### src/common/alu_pkg.sv
// shared types for the 6502 style datapath slice
// bus byte type, ALU and bus select encodings,
// the per-cycle micro-operation word and the visible register state
`default_nettype none

package alu_pkg;

    // all datapath buses are one byte wide
    typedef logic [7:0] byte_t;

    // value of a bus that nobody drives
    localparam byte_t BYTE_ONES = 8'hff;

    // sb request mask layout
    localparam int SB_SOURCES = 3;
    localparam int SB_BIT_EXT = 0;
    localparam int SB_BIT_ADD = 1;
    localparam int SB_BIT_REG = 2;

    typedef logic [SB_SOURCES-1:0] sb_src_t;

    // one operation per cycle at most
    typedef enum logic [2:0] {
        OP_NONE,
        OP_SUM,
        OP_AND,
        OP_EOR,
        OP_OR,
        OP_SR
    } alu_op_e;

    // A input source, all ones when nothing loads it
    typedef enum logic [1:0] {
        A_ZERO,
        A_SB,
        A_ONES
    } a_sel_e;

    // B input source
    typedef enum logic [1:0] {
        B_DB,
        B_DB_N,
        B_ADL,
        B_ONES
    } b_sel_e;

    // carry in, CIN_FLAG takes the stored C flag
    typedef enum logic [1:0] {
        CIN_ZERO,
        CIN_ONE,
        CIN_FLAG
    } cin_sel_e;

    // source that owns sb this cycle
    typedef enum logic [1:0] {
        SB_NONE,
        SB_EXT,
        SB_ADD,
        SB_REG
    } sb_grant_e;

    typedef enum logic [1:0] {
        REG_A,
        REG_X,
        REG_Y,
        REG_NONE
    } reg_sel_e;

    // one micro-operation, applied for exactly one clock
    typedef struct packed {
        a_sel_e   a_sel;
        b_sel_e   b_sel;
        alu_op_e  alu_op;
        cin_sel_e cin_sel;
        sb_src_t  sb_req;
        reg_sel_e sb_reg;
        reg_sel_e wr_reg;
        logic     upd_nz;
        logic     upd_c;
        logic     upd_v;
    } uop_t;

    // programmer visible register state
    typedef struct packed {
        byte_t a;
        byte_t x;
        byte_t y;
        logic  p_n;
        logic  p_v;
        logic  p_z;
        logic  p_c;
    } regs_t;

endpackage

`default_nettype wire
### src/rtl/datapath_top.sv
// datapath slice top level
// ALU, register file, sb arbiter and status flags,
// driven by one micro-operation per clock
`timescale 1ns/1ps
`default_nettype none

module datapath_top
    import alu_pkg::*;
(
    input  wire   i_clk,
    input  wire   i_reset_n,

    input  uop_t  i_uop,
    input  byte_t i_db,
    input  byte_t i_adl,
    input  byte_t i_sb_ext,

    output regs_t o_regs,
    output byte_t o_add,
    output logic  o_sb_conflict
);

    byte_t     sb;
    byte_t     reg_sb_value;
    byte_t     reg_a;
    byte_t     reg_x;
    byte_t     reg_y;
    sb_src_t   sb_req;
    sb_grant_e sb_grant;
    logic      reg_req;
    logic      carry_in;
    logic      acr_hold;
    logic      avr_hold;
    logic      flag_n;
    logic      flag_v;
    logic      flag_z;
    logic      flag_c;

    // register file request replaces its bit of the mask
    assign sb_req = {reg_req, i_uop.sb_req[SB_BIT_ADD], i_uop.sb_req[SB_BIT_EXT]};

    // carry in choice
    assign carry_in = (i_uop.cin_sel == CIN_FLAG) ? flag_c : (i_uop.cin_sel == CIN_ONE);

    alu alu_i (
        .i_clk      (i_clk),
        .i_reset_n  (i_reset_n),
        .i_a_sel    (i_uop.a_sel),
        .i_b_sel    (i_uop.b_sel),
        .i_op       (i_uop.alu_op),
        .i_carry_in (carry_in),
        .i_sb       (sb),
        .i_db       (i_db),
        .i_adl      (i_adl),
        .o_add      (o_add),
        .o_acr      (),
        .o_avr      (),
        .o_acr_hold (acr_hold),
        .o_avr_hold (avr_hold)
    );

    reg_file reg_file_i (
        .i_clk      (i_clk),
        .i_reset_n  (i_reset_n),
        .i_sb_reg   (i_uop.sb_reg),
        .i_wr_reg   (i_uop.wr_reg),
        .i_add      (o_add),
        .i_sb_req   (i_uop.sb_req[SB_BIT_REG]),
        .o_req      (reg_req),
        .o_sb_value (reg_sb_value),
        .o_a        (reg_a),
        .o_x        (reg_x),
        .o_y        (reg_y)
    );

    sb_arbiter sb_arbiter_i (
        .i_req       (sb_req),
        .i_reg_value (reg_sb_value),
        .i_add       (o_add),
        .i_ext       (i_sb_ext),
        .o_sb        (sb),
        .o_grant     (sb_grant),
        .o_conflict  (o_sb_conflict)
    );

    status_flags status_flags_i (
        .i_clk      (i_clk),
        .i_reset_n  (i_reset_n),
        .i_add      (o_add),
        .i_acr_hold (acr_hold),
        .i_avr_hold (avr_hold),
        .i_upd_nz   (i_uop.upd_nz),
        .i_upd_c    (i_uop.upd_c),
        .i_upd_v    (i_uop.upd_v),
        .o_n        (flag_n),
        .o_v        (flag_v),
        .o_z        (flag_z),
        .o_c        (flag_c)
    );

    // visible state
    assign o_regs = '{a: reg_a, x: reg_x, y: reg_y,
                      p_n: flag_n, p_v: flag_v, p_z: flag_z, p_c: flag_c};

endmodule

`default_nettype wire

### src/rtl/sb_arbiter.sv
// sb bus sharing
// fixed priority grant: register file, then add, then external input
// conflict flag when more than one source asks in the same cycle
`timescale 1ns/1ps
`default_nettype none

module sb_arbiter
    import alu_pkg::*;
(
    input  sb_src_t   i_req,
    input  byte_t     i_reg_value,
    input  byte_t     i_add,
    input  byte_t     i_ext,

    output byte_t     o_sb,
    output sb_grant_e o_grant,
    output logic      o_conflict
);

    logic [1:0] req_count;

    // priority select
    always_comb
    begin
        if (i_req[SB_BIT_REG])
            o_grant = SB_REG;
        else if (i_req[SB_BIT_ADD])
            o_grant = SB_ADD;
        else if (i_req[SB_BIT_EXT])
            o_grant = SB_EXT;
        else
            o_grant = SB_NONE;
    end

    // granted value, idle bus floats high
    always_comb
    begin
        case (o_grant)
            SB_REG:  o_sb = i_reg_value;
            SB_ADD:  o_sb = i_add;
            SB_EXT:  o_sb = i_ext;
            default: o_sb = BYTE_ONES;
        endcase
    end

    // count requesters
    always_comb
    begin
        req_count = '0;
        for (int i = 0; i < SB_SOURCES; i++)
            req_count = req_count + {1'b0, i_req[i]};
        o_conflict = (req_count > 2'd1);
    end

endmodule

`default_nettype wire

### src/rtl/reg_file.sv
// accumulator, X and Y registers
// offers one register to the sb bus and writes the add
// result back one rising edge after the micro-operation
`timescale 1ns/1ps
`default_nettype none

module reg_file
    import alu_pkg::*;
(
    input  wire      i_clk,
    input  wire      i_reset_n,

    input  reg_sel_e i_sb_reg,
    input  reg_sel_e i_wr_reg,
    input  byte_t    i_add,
    input  wire      i_sb_req,

    output logic     o_req,
    output byte_t    o_sb_value,
    output byte_t    o_a,
    output byte_t    o_x,
    output byte_t    o_y
);

    reg_sel_e wr_pend;

    // request towards the arbiter
    assign o_req = i_sb_req;

    // sb candidate value
    always_comb
    begin
        case (i_sb_reg)
            REG_A:   o_sb_value = o_a;
            REG_X:   o_sb_value = o_x;
            REG_Y:   o_sb_value = o_y;
            default: o_sb_value = BYTE_ONES;
        endcase
    end

    // destination held with add at the falling edge
    always_ff @(negedge i_clk)
    begin
        if (!i_reset_n)
            wr_pend <= REG_NONE;
        else
            wr_pend <= i_wr_reg;
    end

    // write back
    always_ff @(posedge i_clk)
    begin
        if (!i_reset_n)
        begin
            o_a <= '0;
            o_x <= '0;
            o_y <= '0;
        end
        else
        begin
            case (wr_pend)
                REG_A:   o_a <= i_add;
                REG_X:   o_x <= i_add;
                REG_Y:   o_y <= i_add;
                default: ;
            endcase
        end
    end

endmodule

`default_nettype wire

### src/alu/status_flags.sv
// processor status flags N, V, Z and C
// update selects are held at the falling edge with the add result,
// the flags change on the following rising edge
`timescale 1ns/1ps
`default_nettype none

module status_flags
    import alu_pkg::*;
(
    input  wire   i_clk,
    input  wire   i_reset_n,

    input  byte_t i_add,
    input  wire   i_acr_hold,
    input  wire   i_avr_hold,

    input  wire   i_upd_nz,
    input  wire   i_upd_c,
    input  wire   i_upd_v,

    output logic  o_n,
    output logic  o_v,
    output logic  o_z,
    output logic  o_c
);

    logic pend_nz;
    logic pend_c;
    logic pend_v;

    // pending update selects, aligned with the add register
    always_ff @(negedge i_clk)
    begin
        if (!i_reset_n)
        begin
            pend_nz <= 1'b0;
            pend_c  <= 1'b0;
            pend_v  <= 1'b0;
        end
        else
        begin
            pend_nz <= i_upd_nz;
            pend_c  <= i_upd_c;
            pend_v  <= i_upd_v;
        end
    end

    // write back on the next rising edge
    always_ff @(posedge i_clk)
    begin
        if (!i_reset_n)
        begin
            o_n <= 1'b0;
            o_v <= 1'b0;
            o_z <= 1'b0;
            o_c <= 1'b0;
        end
        else
        begin
            if (pend_nz)
            begin
                o_n <= i_add[7];
                o_z <= (i_add == '0);
            end
            // carry also feeds CIN_FLAG at the top
            if (pend_c)
                o_c <= i_acr_hold;
            if (pend_v)
                o_v <= i_avr_hold;
        end
    end

endmodule

`default_nettype wire

### src/alu/alu.sv
// ALU of the datapath slice
// A and B input selection, sum, and, eor, or and shift right,
// carry and overflow outputs, and the adder hold register
// which latches the result on the falling clock edge
// decimal mode and half carry are not implemented
`timescale 1ns/1ps
`default_nettype none

module alu
    import alu_pkg::*;
(
    input  wire      i_clk,
    input  wire      i_reset_n,

    input  a_sel_e   i_a_sel,
    input  b_sel_e   i_b_sel,
    input  alu_op_e  i_op,
    input  wire      i_carry_in,

    input  byte_t    i_sb,
    input  byte_t    i_db,
    input  byte_t    i_adl,

    output byte_t    o_add,
    output logic     o_acr,
    output logic     o_avr,
    output logic     o_acr_hold,
    output logic     o_avr_hold
);

    byte_t      in_a;
    byte_t      in_b;
    byte_t      alu_res;
    logic [8:0] sum;

    // A input, ones by default as on the real chip
    always_comb
    begin
        case (i_a_sel)
            A_ZERO:  in_a = '0;
            A_SB:    in_a = i_sb;
            default: in_a = BYTE_ONES;
        endcase
    end

    // B input, db can come in inverted for subtraction
    always_comb
    begin
        case (i_b_sel)
            B_DB:    in_b = i_db;
            B_DB_N:  in_b = ~i_db;
            B_ADL:   in_b = i_adl;
            default: in_b = BYTE_ONES;
        endcase
    end

    // 9 bit sum, bit 8 is the carry out
    assign sum = {1'b0, in_a} + {1'b0, in_b} + {8'd0, i_carry_in};

    always_comb
    begin
        alu_res = '0;
        o_acr   = 1'b0;
        o_avr   = 1'b0;
        case (i_op)
            OP_SUM:
            begin
                alu_res = sum[7:0];
                o_acr   = sum[8];
                // operands agree in sign, result does not
                o_avr   = (in_a[7] == in_b[7]) && (in_a[7] != sum[7]);
            end
            OP_AND: alu_res = in_a & in_b;
            OP_EOR: alu_res = in_a ^ in_b;
            OP_OR:  alu_res = in_a | in_b;
            OP_SR:
            begin
                // carry in rotates into bit 7
                alu_res = {i_carry_in, in_a[7:1]};
                o_acr   = in_a[0];
            end
            default: alu_res = '0;
        endcase
    end

    // adder hold register, falling edge
    // carry and overflow travel with the result
    always_ff @(negedge i_clk)
    begin
        if (!i_reset_n)
        begin
            o_add      <= '0;
            o_acr_hold <= 1'b0;
            o_avr_hold <= 1'b0;
        end
        else
        begin
            o_add      <= alu_res;
            o_acr_hold <= o_acr;
            o_avr_hold <= o_avr;
        end
    end

endmodule

`default_nettype wire

### config.mk
export PLATFORM = sky130hd
export DESIGN_NAME = datapath_top
export DESIGN_NICKNAME = d
export VERILOG_FILES = /design/src/common/alu_pkg.sv /design/src/rtl/datapath_top.sv /design/src/rtl/sb_arbiter.sv /design/src/rtl/reg_file.sv /design/src/alu/status_flags.sv /design/src/alu/alu.sv
export SDC_FILE = /design/constraint.sdc
export NUM_CORES = 1
export LEC_CHECK = 0
export ABC_AREA = 1
export BUFFER_PORTS_ARGS = -buffer_cell sky130_fd_sc_hd__clkbuf_2
export CAP_MARGIN = 20
export CORE_MARGIN = 8
export CORE_UTILIZATION = 58
export CTS_CLUSTER_SIZE = 25
export DETAILED_ROUTE_END_ITERATION = 7
export GPL_TIMING_DRIVEN = 0
export PLACE_DENSITY = 0.94
export SKIP_CTS_REPAIR_TIMING = 1
export SYNTH_ARGS = -nofsm -noshare
export SYNTH_HDL_FRONTEND = slang
export SYNTH_HIERARCHICAL = 1
export SYNTH_SLANG_ARGS = --single-unit
export TNS_END_PERCENT = 30
### constraint.sdc
create_clock -name i_clk -period 4.8 [get_ports i_clk]
set_input_delay 0.48 -clock i_clk [delete_from_list [all_inputs] [get_ports i_clk]]
set_output_delay 0.48 -clock i_clk [all_outputs]
set_load 0.05 [all_outputs]
# After elaboration in Yosys (flattened, before gate mapping)
# Cells that the tools add are included.
# op_classes
reduce_logical	7
muxes	10
n_addsub	4
n_bitwise	4
n_lt_le_gt_ge	1
n_eq_ne	19
# ops
op	count
case mux 8 bit (3 select lines)	3
case mux 8 bit (5 select lines)	1
case mux 8 bit (2 select lines)	1
equality test 2 x 1 -> 1 bit, second input constant	6
equality test 2 bit, second input constant	6
adder 8 x 8 -> 9 bit	1
adder 9 x 1 -> 9 bit	1
AND 8 bit	1
zero test 2 bit	4
zero test 8 bit	1
inverter 8 bit	1
bitwise OR 8 bit	1
XOR 8 bit	1
equality test 3 x 2 -> 1 bit, second input constant	2
equality test 3 bit, second input constant	2
2-to-1 mux 2 bit	2
equality test 3 x 1 -> 1 bit, second input constant	1
adder 1 x 1 -> 2 bit	1
adder 2 x 1 -> 2 bit	1
greater-than comparator 2 x 1 -> 1 bit, second input constant	1
2-to-1 mux 1 bit	2
case mux 1 bit (2 select lines)	1
AND reduction 2 bit	1
equality test 1 bit	1
other kinds (2)	2
# word_totals
ff_bits	43
wordCells	59
out_inout_bits	37

# Depth between registers and ports, before layout
# Gate-level depths: netlist of the first run.
# logic_depth
ltp_word	10
depth_mapped	20
ltp_nobuf	19

# Hierarchy
# Netlist of the first run, hierarchy kept.
# by_module_without_submodules
mod	seq_area_each_um2	cells_each	instances	area_per_inst_um2
alu	200.2	233	1	1342.5
reg_file	520.5	183	1	1223.7
sb_arbiter	0.0	67	1	330.3
status_flags	140.1	38	1	274.0
datapath_top	0.0	9	1	50.0

==> run_results.csv, run 1 <==
group,metric,value,unit
status,status,"finished, violations left",
finish,antennaDiodeCount,0,
min_path,hold_depth,2,
sta,fin_tns_setup,-0.2840,ns
clock_network,clock_path_buffers,2,
detailed_routing,drt_first_pass_iters,8,
detailed_routing,wl_met3,735,um
placement,dp.cells,675,
floorplanning,ios,82,
synth,synthCells,526,
sta,worst_slack,-0.07086,ns
global_route,grt_usage,22.83,%
sta,finalMaxSlewViolations,0,
finish,layout.cells.non_filler,701,
sta,worst_pin_slew,0.5723,ns
clock_network,h-tree-depth,2,
detailed_routing,drc,0,
placement,hpwl,7.527,mm
synth,syn_nets,590,
floorplanning,core,5439,sq um
detailed_routing,highest_layer,"met4",
floorplanning,initial_utilization,58.94,%
pwr,power_density,268.6,nW/um^2
floorplanning,die_w,90.34,um
detailed_routing,ant_nets,0,
clock_network,clockRootBuffer,"clkbuf_8",
detailed_routing,wl,9.698,mm
global_route,gr-total-overflow,0,
min_path,hold_end,"reg_file_i/o_x[6]$_SDFFE_PN0N_",
finish,final_util,73.08,%
clock_network,cts_tree,"yes",
placement,place_ws,-0.4933,ns
detailed_routing,drt_iter0_drc,315,
detailed_routing,met2_length,4.910,mm
global_route,grt_max_degree,14,
critical_path,reg2reg_to,"alu_i/o_add[5]$_SDFF_NN0_",
detailed_routing,avgViaCountPerCell,5.394,
status,failed_checks,"setup timing",
synth,syn_avg_cell_area,6.094,sq um
min_path,min_from,"reg_file_i/o_x[6]$_SDFFE_PN0N_",
min_path,min_path_type,"reg -> reg",
finish,nets,692,
synth,synth-warning-count,6,
pwr,power,1.068,mW
critical_path,crit_arrival,2.74,ns
detailed_routing,wl_met1,3.586,mm
clock_network,clk_latency,0.36,ns
clock_network,path_clk_slew,0.09,ns
pwr,vdd_drop_max,174.7,uV
finish,final_design_area_no_fill,3975,sq um
placement,gp_congestion,0.9682,
floorplanning,die_h,90.34,um
sta,final.setup_skew,0.06502,ns
sta,final-hold-violation-count,0,
sta,setup_viol,7,
global_route,grt_antenna_before_repair,0,
critical_path,crit_required,2.67,ns
clock_network,cts_made_buffers,5,
detailed_routing,routed_wire_length_per_instance,13.83,um
critical_path,r2r_start,"reg_file_i/o_y[1]$_SDFFE_PN0N_",
critical_path,end_kind,"flop",
detailed_routing,vias,3781,
placement,port_buffers,77,
finish,area_delta_synth_final,24.00,%
global_route,grt_pass1_wl,15.85,mm
clock_network,cts_sinks,43,
critical_path,reg2reg_slack,-0.04,ns
critical_path,path_max_fanout,9,
flow_run,drv_cap,0,
sta,whs,0.5039,ns
pwr,power.leakage,2.226,nW
critical_path,critical_path_class,"in -> reg",
critical_path,start_kind,"primary input",
finish,drive_above_1_share,23.37,%
global_route,grt_pass1_vias,3501,
sta,rsz0062_at_grt,"true",
synth,syn_area,3206,sq um
floorplanning,row_count,27,
critical_path,r2r_cells,16,
placement,placed_cell_area,3701,sq um
sta,relSlewSlack,61.64,%
floorplanning,dieArea,8161,sq um
[layer usage]
layer	GRT usage, %	vias up
li1	-	1854
met2	41.35	186
met1	24.34	1697
met5	0	-
met4	11.79	0
met3	4.738	44
[sequential cells by signal (all words and copies together) (netlist names)]
register	cells
reg_file_i/o_x	8
alu_i/o_acr_hold	1
status_flags_i/pend_v	1
status_flags_i/pend_c	1
reg_file_i/o_y	8
alu_i/o_avr_hold	1
status_flags_i/o_c	1
reg_file_i/o_a	8
status_flags_i/pend_nz	1
status_flags_i/o_v	1
reg_file_i/wr_pend	2
status_flags_i/o_n	1
status_flags_i/o_z	1
alu_i/o_add	8
[layout by cell type, fill, tap and decap left out, types with 2 or more instances in the layout]
cell / instances
a21oi_1: 28
a21oi_2: 12
buf_2: 3
buf_4: 14
buf_6: 4
clkbuf_1: 2
clkbuf_2: 76
clkbuf_8: 6
clkinvlp_4: 2
dfxtp_1: 43
fa_2: 2
ha_1: 16
inv_1: 100
inv_2: 4
inv_4: 4
nand2_1: 128
nand2_2: 4
nand3_1: 50
nand3_2: 2
nand4_1: 10
nor2_1: 70
nor2_2: 3
nor2_4: 2
nor2_8: 2
o21ai_0: 19
o21ai_1: 2
o22ai_1: 10
[power breakdown]
part           total [mW]  switching (mW)  internal, mW
Clock               0.284           0.164         0.120
Sequential          0.399          0.0197         0.379
Combinational       0.384           0.259         0.125
[worst max path at each step]
stage	end	depth (start not counted)	start
detailed placement	alu_i/o_avr_hold$_SDFF_NN0_	19	i_uop[5]
finish	alu_i/o_add[5]$_SDFF_NN0_	18	i_uop[5]
floorplan	alu_i/o_add[1]$_SDFF_NN0_	16	i_uop[6]
CTS	alu_i/o_avr_hold$_SDFF_NN0_	19	i_uop[5]
global route	alu_i/o_add[5]$_SDFF_NN0_	16	reg_file_i/o_y[1]$_SDFFE_PN0N_
global placement	alu_i/o_add[7]$_SDFF_NN0_	19	i_uop[5]
[critical path, cell delays in order]
cell     delay [ns]
buf_8          0.12
buf_2          0.14
nand3_1        0.09
nand3_1        0.11
nand2_1        0.09
inv_1          0.05
a21oi_1        0.16
nand2_1        0.09
a21oi_2        0.28
inv_1          0.09
ha_1           0.32
nand2_1        0.08
nand2_1        0.11
nand3_1        0.14
nand2_1        0.07
nand2_1        0.06
nand3_1        0.07
a21oi_1        0.18
[area by class of cell]
class,count,area [sq um]
Buffer,18,140.1
Clock buffer,5,68.82
Clock inverter,18,78.83
Fill cell,459,1464
Inverter,94,364.1
Multi-Input combinational cell,368,1931
Sequential cell,43,860.8
Tap cell,72,90.09
Timing Repair Buffer,83,441.7
No activity file was read; power rests on OpenSTA's default activity.
==> inputs of run 2 (changes only) <==
- CORE_UTILIZATION: 58 -> 32
- PLACE_DENSITY: 0.94 -> 0.61
==> run 2 against run 1 <==
  * The flow still finishes with violations (setup timing)
  * Cell count rose by 8.6%
  * Global-route usage is 8.2 points lower
  * Clock power is essentially flat
  * Final area grew 4.2%
  * Critical path depth shrank 1
  * Critical path type unchanged
  * Setup slack better by 0.031 ns
  * Highest routed layer unchanged
==> run_results.csv, run 2 (same netlist as run 1, synthesis figures left out) <==
group,metric,value,unit
detailed_routing,vias,3564,
global_route,gr-total-overflow,0,
finish,layout.cells.non_filler,761,
critical_path,crit_arrival,2.68,ns
global_route,grt_max_degree,15,
min_path,min_from,"status_flags_i/o_z$_SDFFE_PN0P_",
pwr,comb_power_share,36.8,%
placement,port_buffers,77,
sta,finalMaxSlewViolations,0,
sta,final.setup_skew,0.06641,ns
placement,gp_congestion,0.9324,
sta,worst_pin_slew,0.6718,ns
detailed_routing,drc,0,
min_path,hold_end,"status_flags_i/o_z$_SDFFE_PN0P_",
finish,final_design_area_no_fill,4143,sq um
clock_network,cts_tree,"yes",
pwr,vdd_drop_max,93.23,uV
clock_network,cts_sinks,43,
detailed_routing,drt_first_pass_iters,5,
placement,dp.cells,736,
finish,final_util,42.58,%
floorplanning,initial_utilization,32.95,%
detailed_routing,drt_iter0_drc,162,
min_path,min_path_type,"reg -> reg",
floorplanning,die_h,116.1,um
global_route,grt_pass1_wl,15.80,mm
global_route,grt_usage,14.64,%
finish,drive_above_1_share,25.16,%
pwr,p_clk_share,26.4,%
critical_path,path_max_fanout,9,
clock_network,cts_made_buffers,5,
floorplanning,dieArea,13480,sq um
floorplanning,ios,82,
clock_network,path_clk_slew,0.09,ns
placement,hpwl,8.131,mm
finish,nets,691,
pwr,power.leakage,2.243,nW
status,failed_checks,"setup timing",
critical_path,r2r_cells,15,
finish,area_delta_synth_final,29.23,%
critical_path,r2r_start,"reg_file_i/o_y[0]$_SDFFE_PN0N_",
sta,setup_viol,4,
pwr,pwr-share-seq,36.8,%
floorplanning,core,9729,sq um
pwr,internal_power,634.4,uW
critical_path,reg2reg_to,"alu_i/o_add[2]$_SDFF_NN0_",
critical_path,start_kind,"primary input",
clock_network,clockRootBuffer,"clkbuf_8",
floorplanning,die_w,116.1,um
placement,placed_cell_area,3777,sq um
critical_path,crit_required,2.64,ns
placement,place_ws,-0.5560,ns
flow_run,drv_cap,0,
min_path,hold_depth,2,
floorplanning,row_count,36,
detailed_routing,avgViaCountPerCell,4.683,
detailed_routing,wl,10.20,mm
finish,final_cell_mix,"125 x nand2_1, 98 x inv_1, 76 x clkbuf_2, 70 x nor2_1, 46 x nand3_1",
sta,rsz0062_at_grt,"true",
pwr,switching_power,451.2,uW
clock_network,h-tree-depth,2,
detailed_routing,routed_wire_length_per_instance,13.41,um
sta,final-hold-violation-count,0,
sta,worst_slack,-0.03965,ns
critical_path,reg2reg_slack,0.01,ns
status,status,"finished, violations left",
finish,antennaDiodeCount,0,
clock_network,clock_path_buffers,2,
global_route,grt_antenna_before_repair,0,
critical_path,end_kind,"flop",
clock_network,clk_latency,0.36,ns
sta,relSlewSlack,54.74,%
pwr,power_density,262.1,nW/um^2
global_route,grt_pass1_vias,3416,
finish,nFillCells,1103,
critical_path,critical_path_class,"in -> reg",
detailed_routing,ant_nets,0,
pwr,p_sw_share,41.56,%
finish,layout_commonest_cell,"nand2_1",
==> run 2: changes by cell type in the layout (fill, tap and decap cells not counted), sizes merged <==
cell	delta
buf	-1
clkinv	+1
clkinvlp	-1
==> run 2: worst max-delay path: stages <==
cell     delay (ns)
buf_12         0.12
buf_6          0.12
o21ai_2        0.11
nand3_2        0.10
nand2_1        0.07
inv_1          0.04
a21oi_2        0.10
nand2_1        0.08
a21oi_2        0.17
inv_2          0.07
fa_2           0.40
inv_2          0.07
fa_2           0.22
xor2_1         0.16
o22ai_1        0.09
nor2_1         0.16
a21oi_1        0.09
==> run 2: power groups by stage <==
stage | clock network (mW) | registers, mW | logic [mW]
final | 0.286 | 0.400 | 0.399
after global routing | 0.321 | 0.403 | 0.439
after CTS | 0.294 | 0.400 | 0.359
after detailed placement | 0.0232 | 0.407 | 0.358
after global placement | 0.0232 | 0.407 | 0.352
after floorplan | 0.0232 | 0.459 | 0.208
==> run 2: metrics by stage <==
| stage | total power, mW | setup TNS (ns) | hold slack (ns) |
|---|---|---|---|
| 2_1_floorplan | 0.6901 | -0.08339 | 0.4530 |
| 3_3_place_gp | 0.7818 | -4.164 | 0.4682 |
| 3_5_place_dp | 0.7880 | -4.461 | 0.4714 |
| 4_1_cts | 1.053 | -1.203 | 0.4850 |
| 5_1_grt | 1.163 | -0.6053 | 0.5125 |
| 6_report | 1.086 | -0.09937 | 0.4820 |
==> run 2: area by class of cell <==
type                       count  area (sq um)  share of cell area [%]
sequential                    43         860.8                   20.78
tap                          133         166.4                   4.017
clock inverter                18         78.83                   1.903
buffer                        18         140.1                   3.383
inverter                      94         364.1                   8.789
multi-input combinational    368          2028                   48.96
timing repair buffer          82         435.4                   10.51
clock buffer                   5         68.82                   1.661
==> run 2: worst max path at each step <==
stage,startpoint,endpoint
final,i_uop[5],alu_i/o_add[2]$_SDFF_NN0_
after global routing,i_uop[5],alu_i/o_acr_hold$_SDFF_NN0_
after CTS,i_uop[5],alu_i/o_avr_hold$_SDFF_NN0_
after detailed placement,i_uop[5],alu_i/o_avr_hold$_SDFF_NN0_
after global placement,i_uop[5],alu_i/o_avr_hold$_SDFF_NN0_
after floorplan,i_uop[6],alu_i/o_add[1]$_SDFF_NN0_
==> run 2: metal layers <==
metal / global-route usage [%] / up-vias / share of wire, %
met1: 16.01 / 1581 / 40
met3: 2.501 / 15 / 6.4
met5: 0 / - / 0
met2: 27.36 / 115 / 51
li1: - / 1853 / -
met4: 5.618 / 0 / 2.1
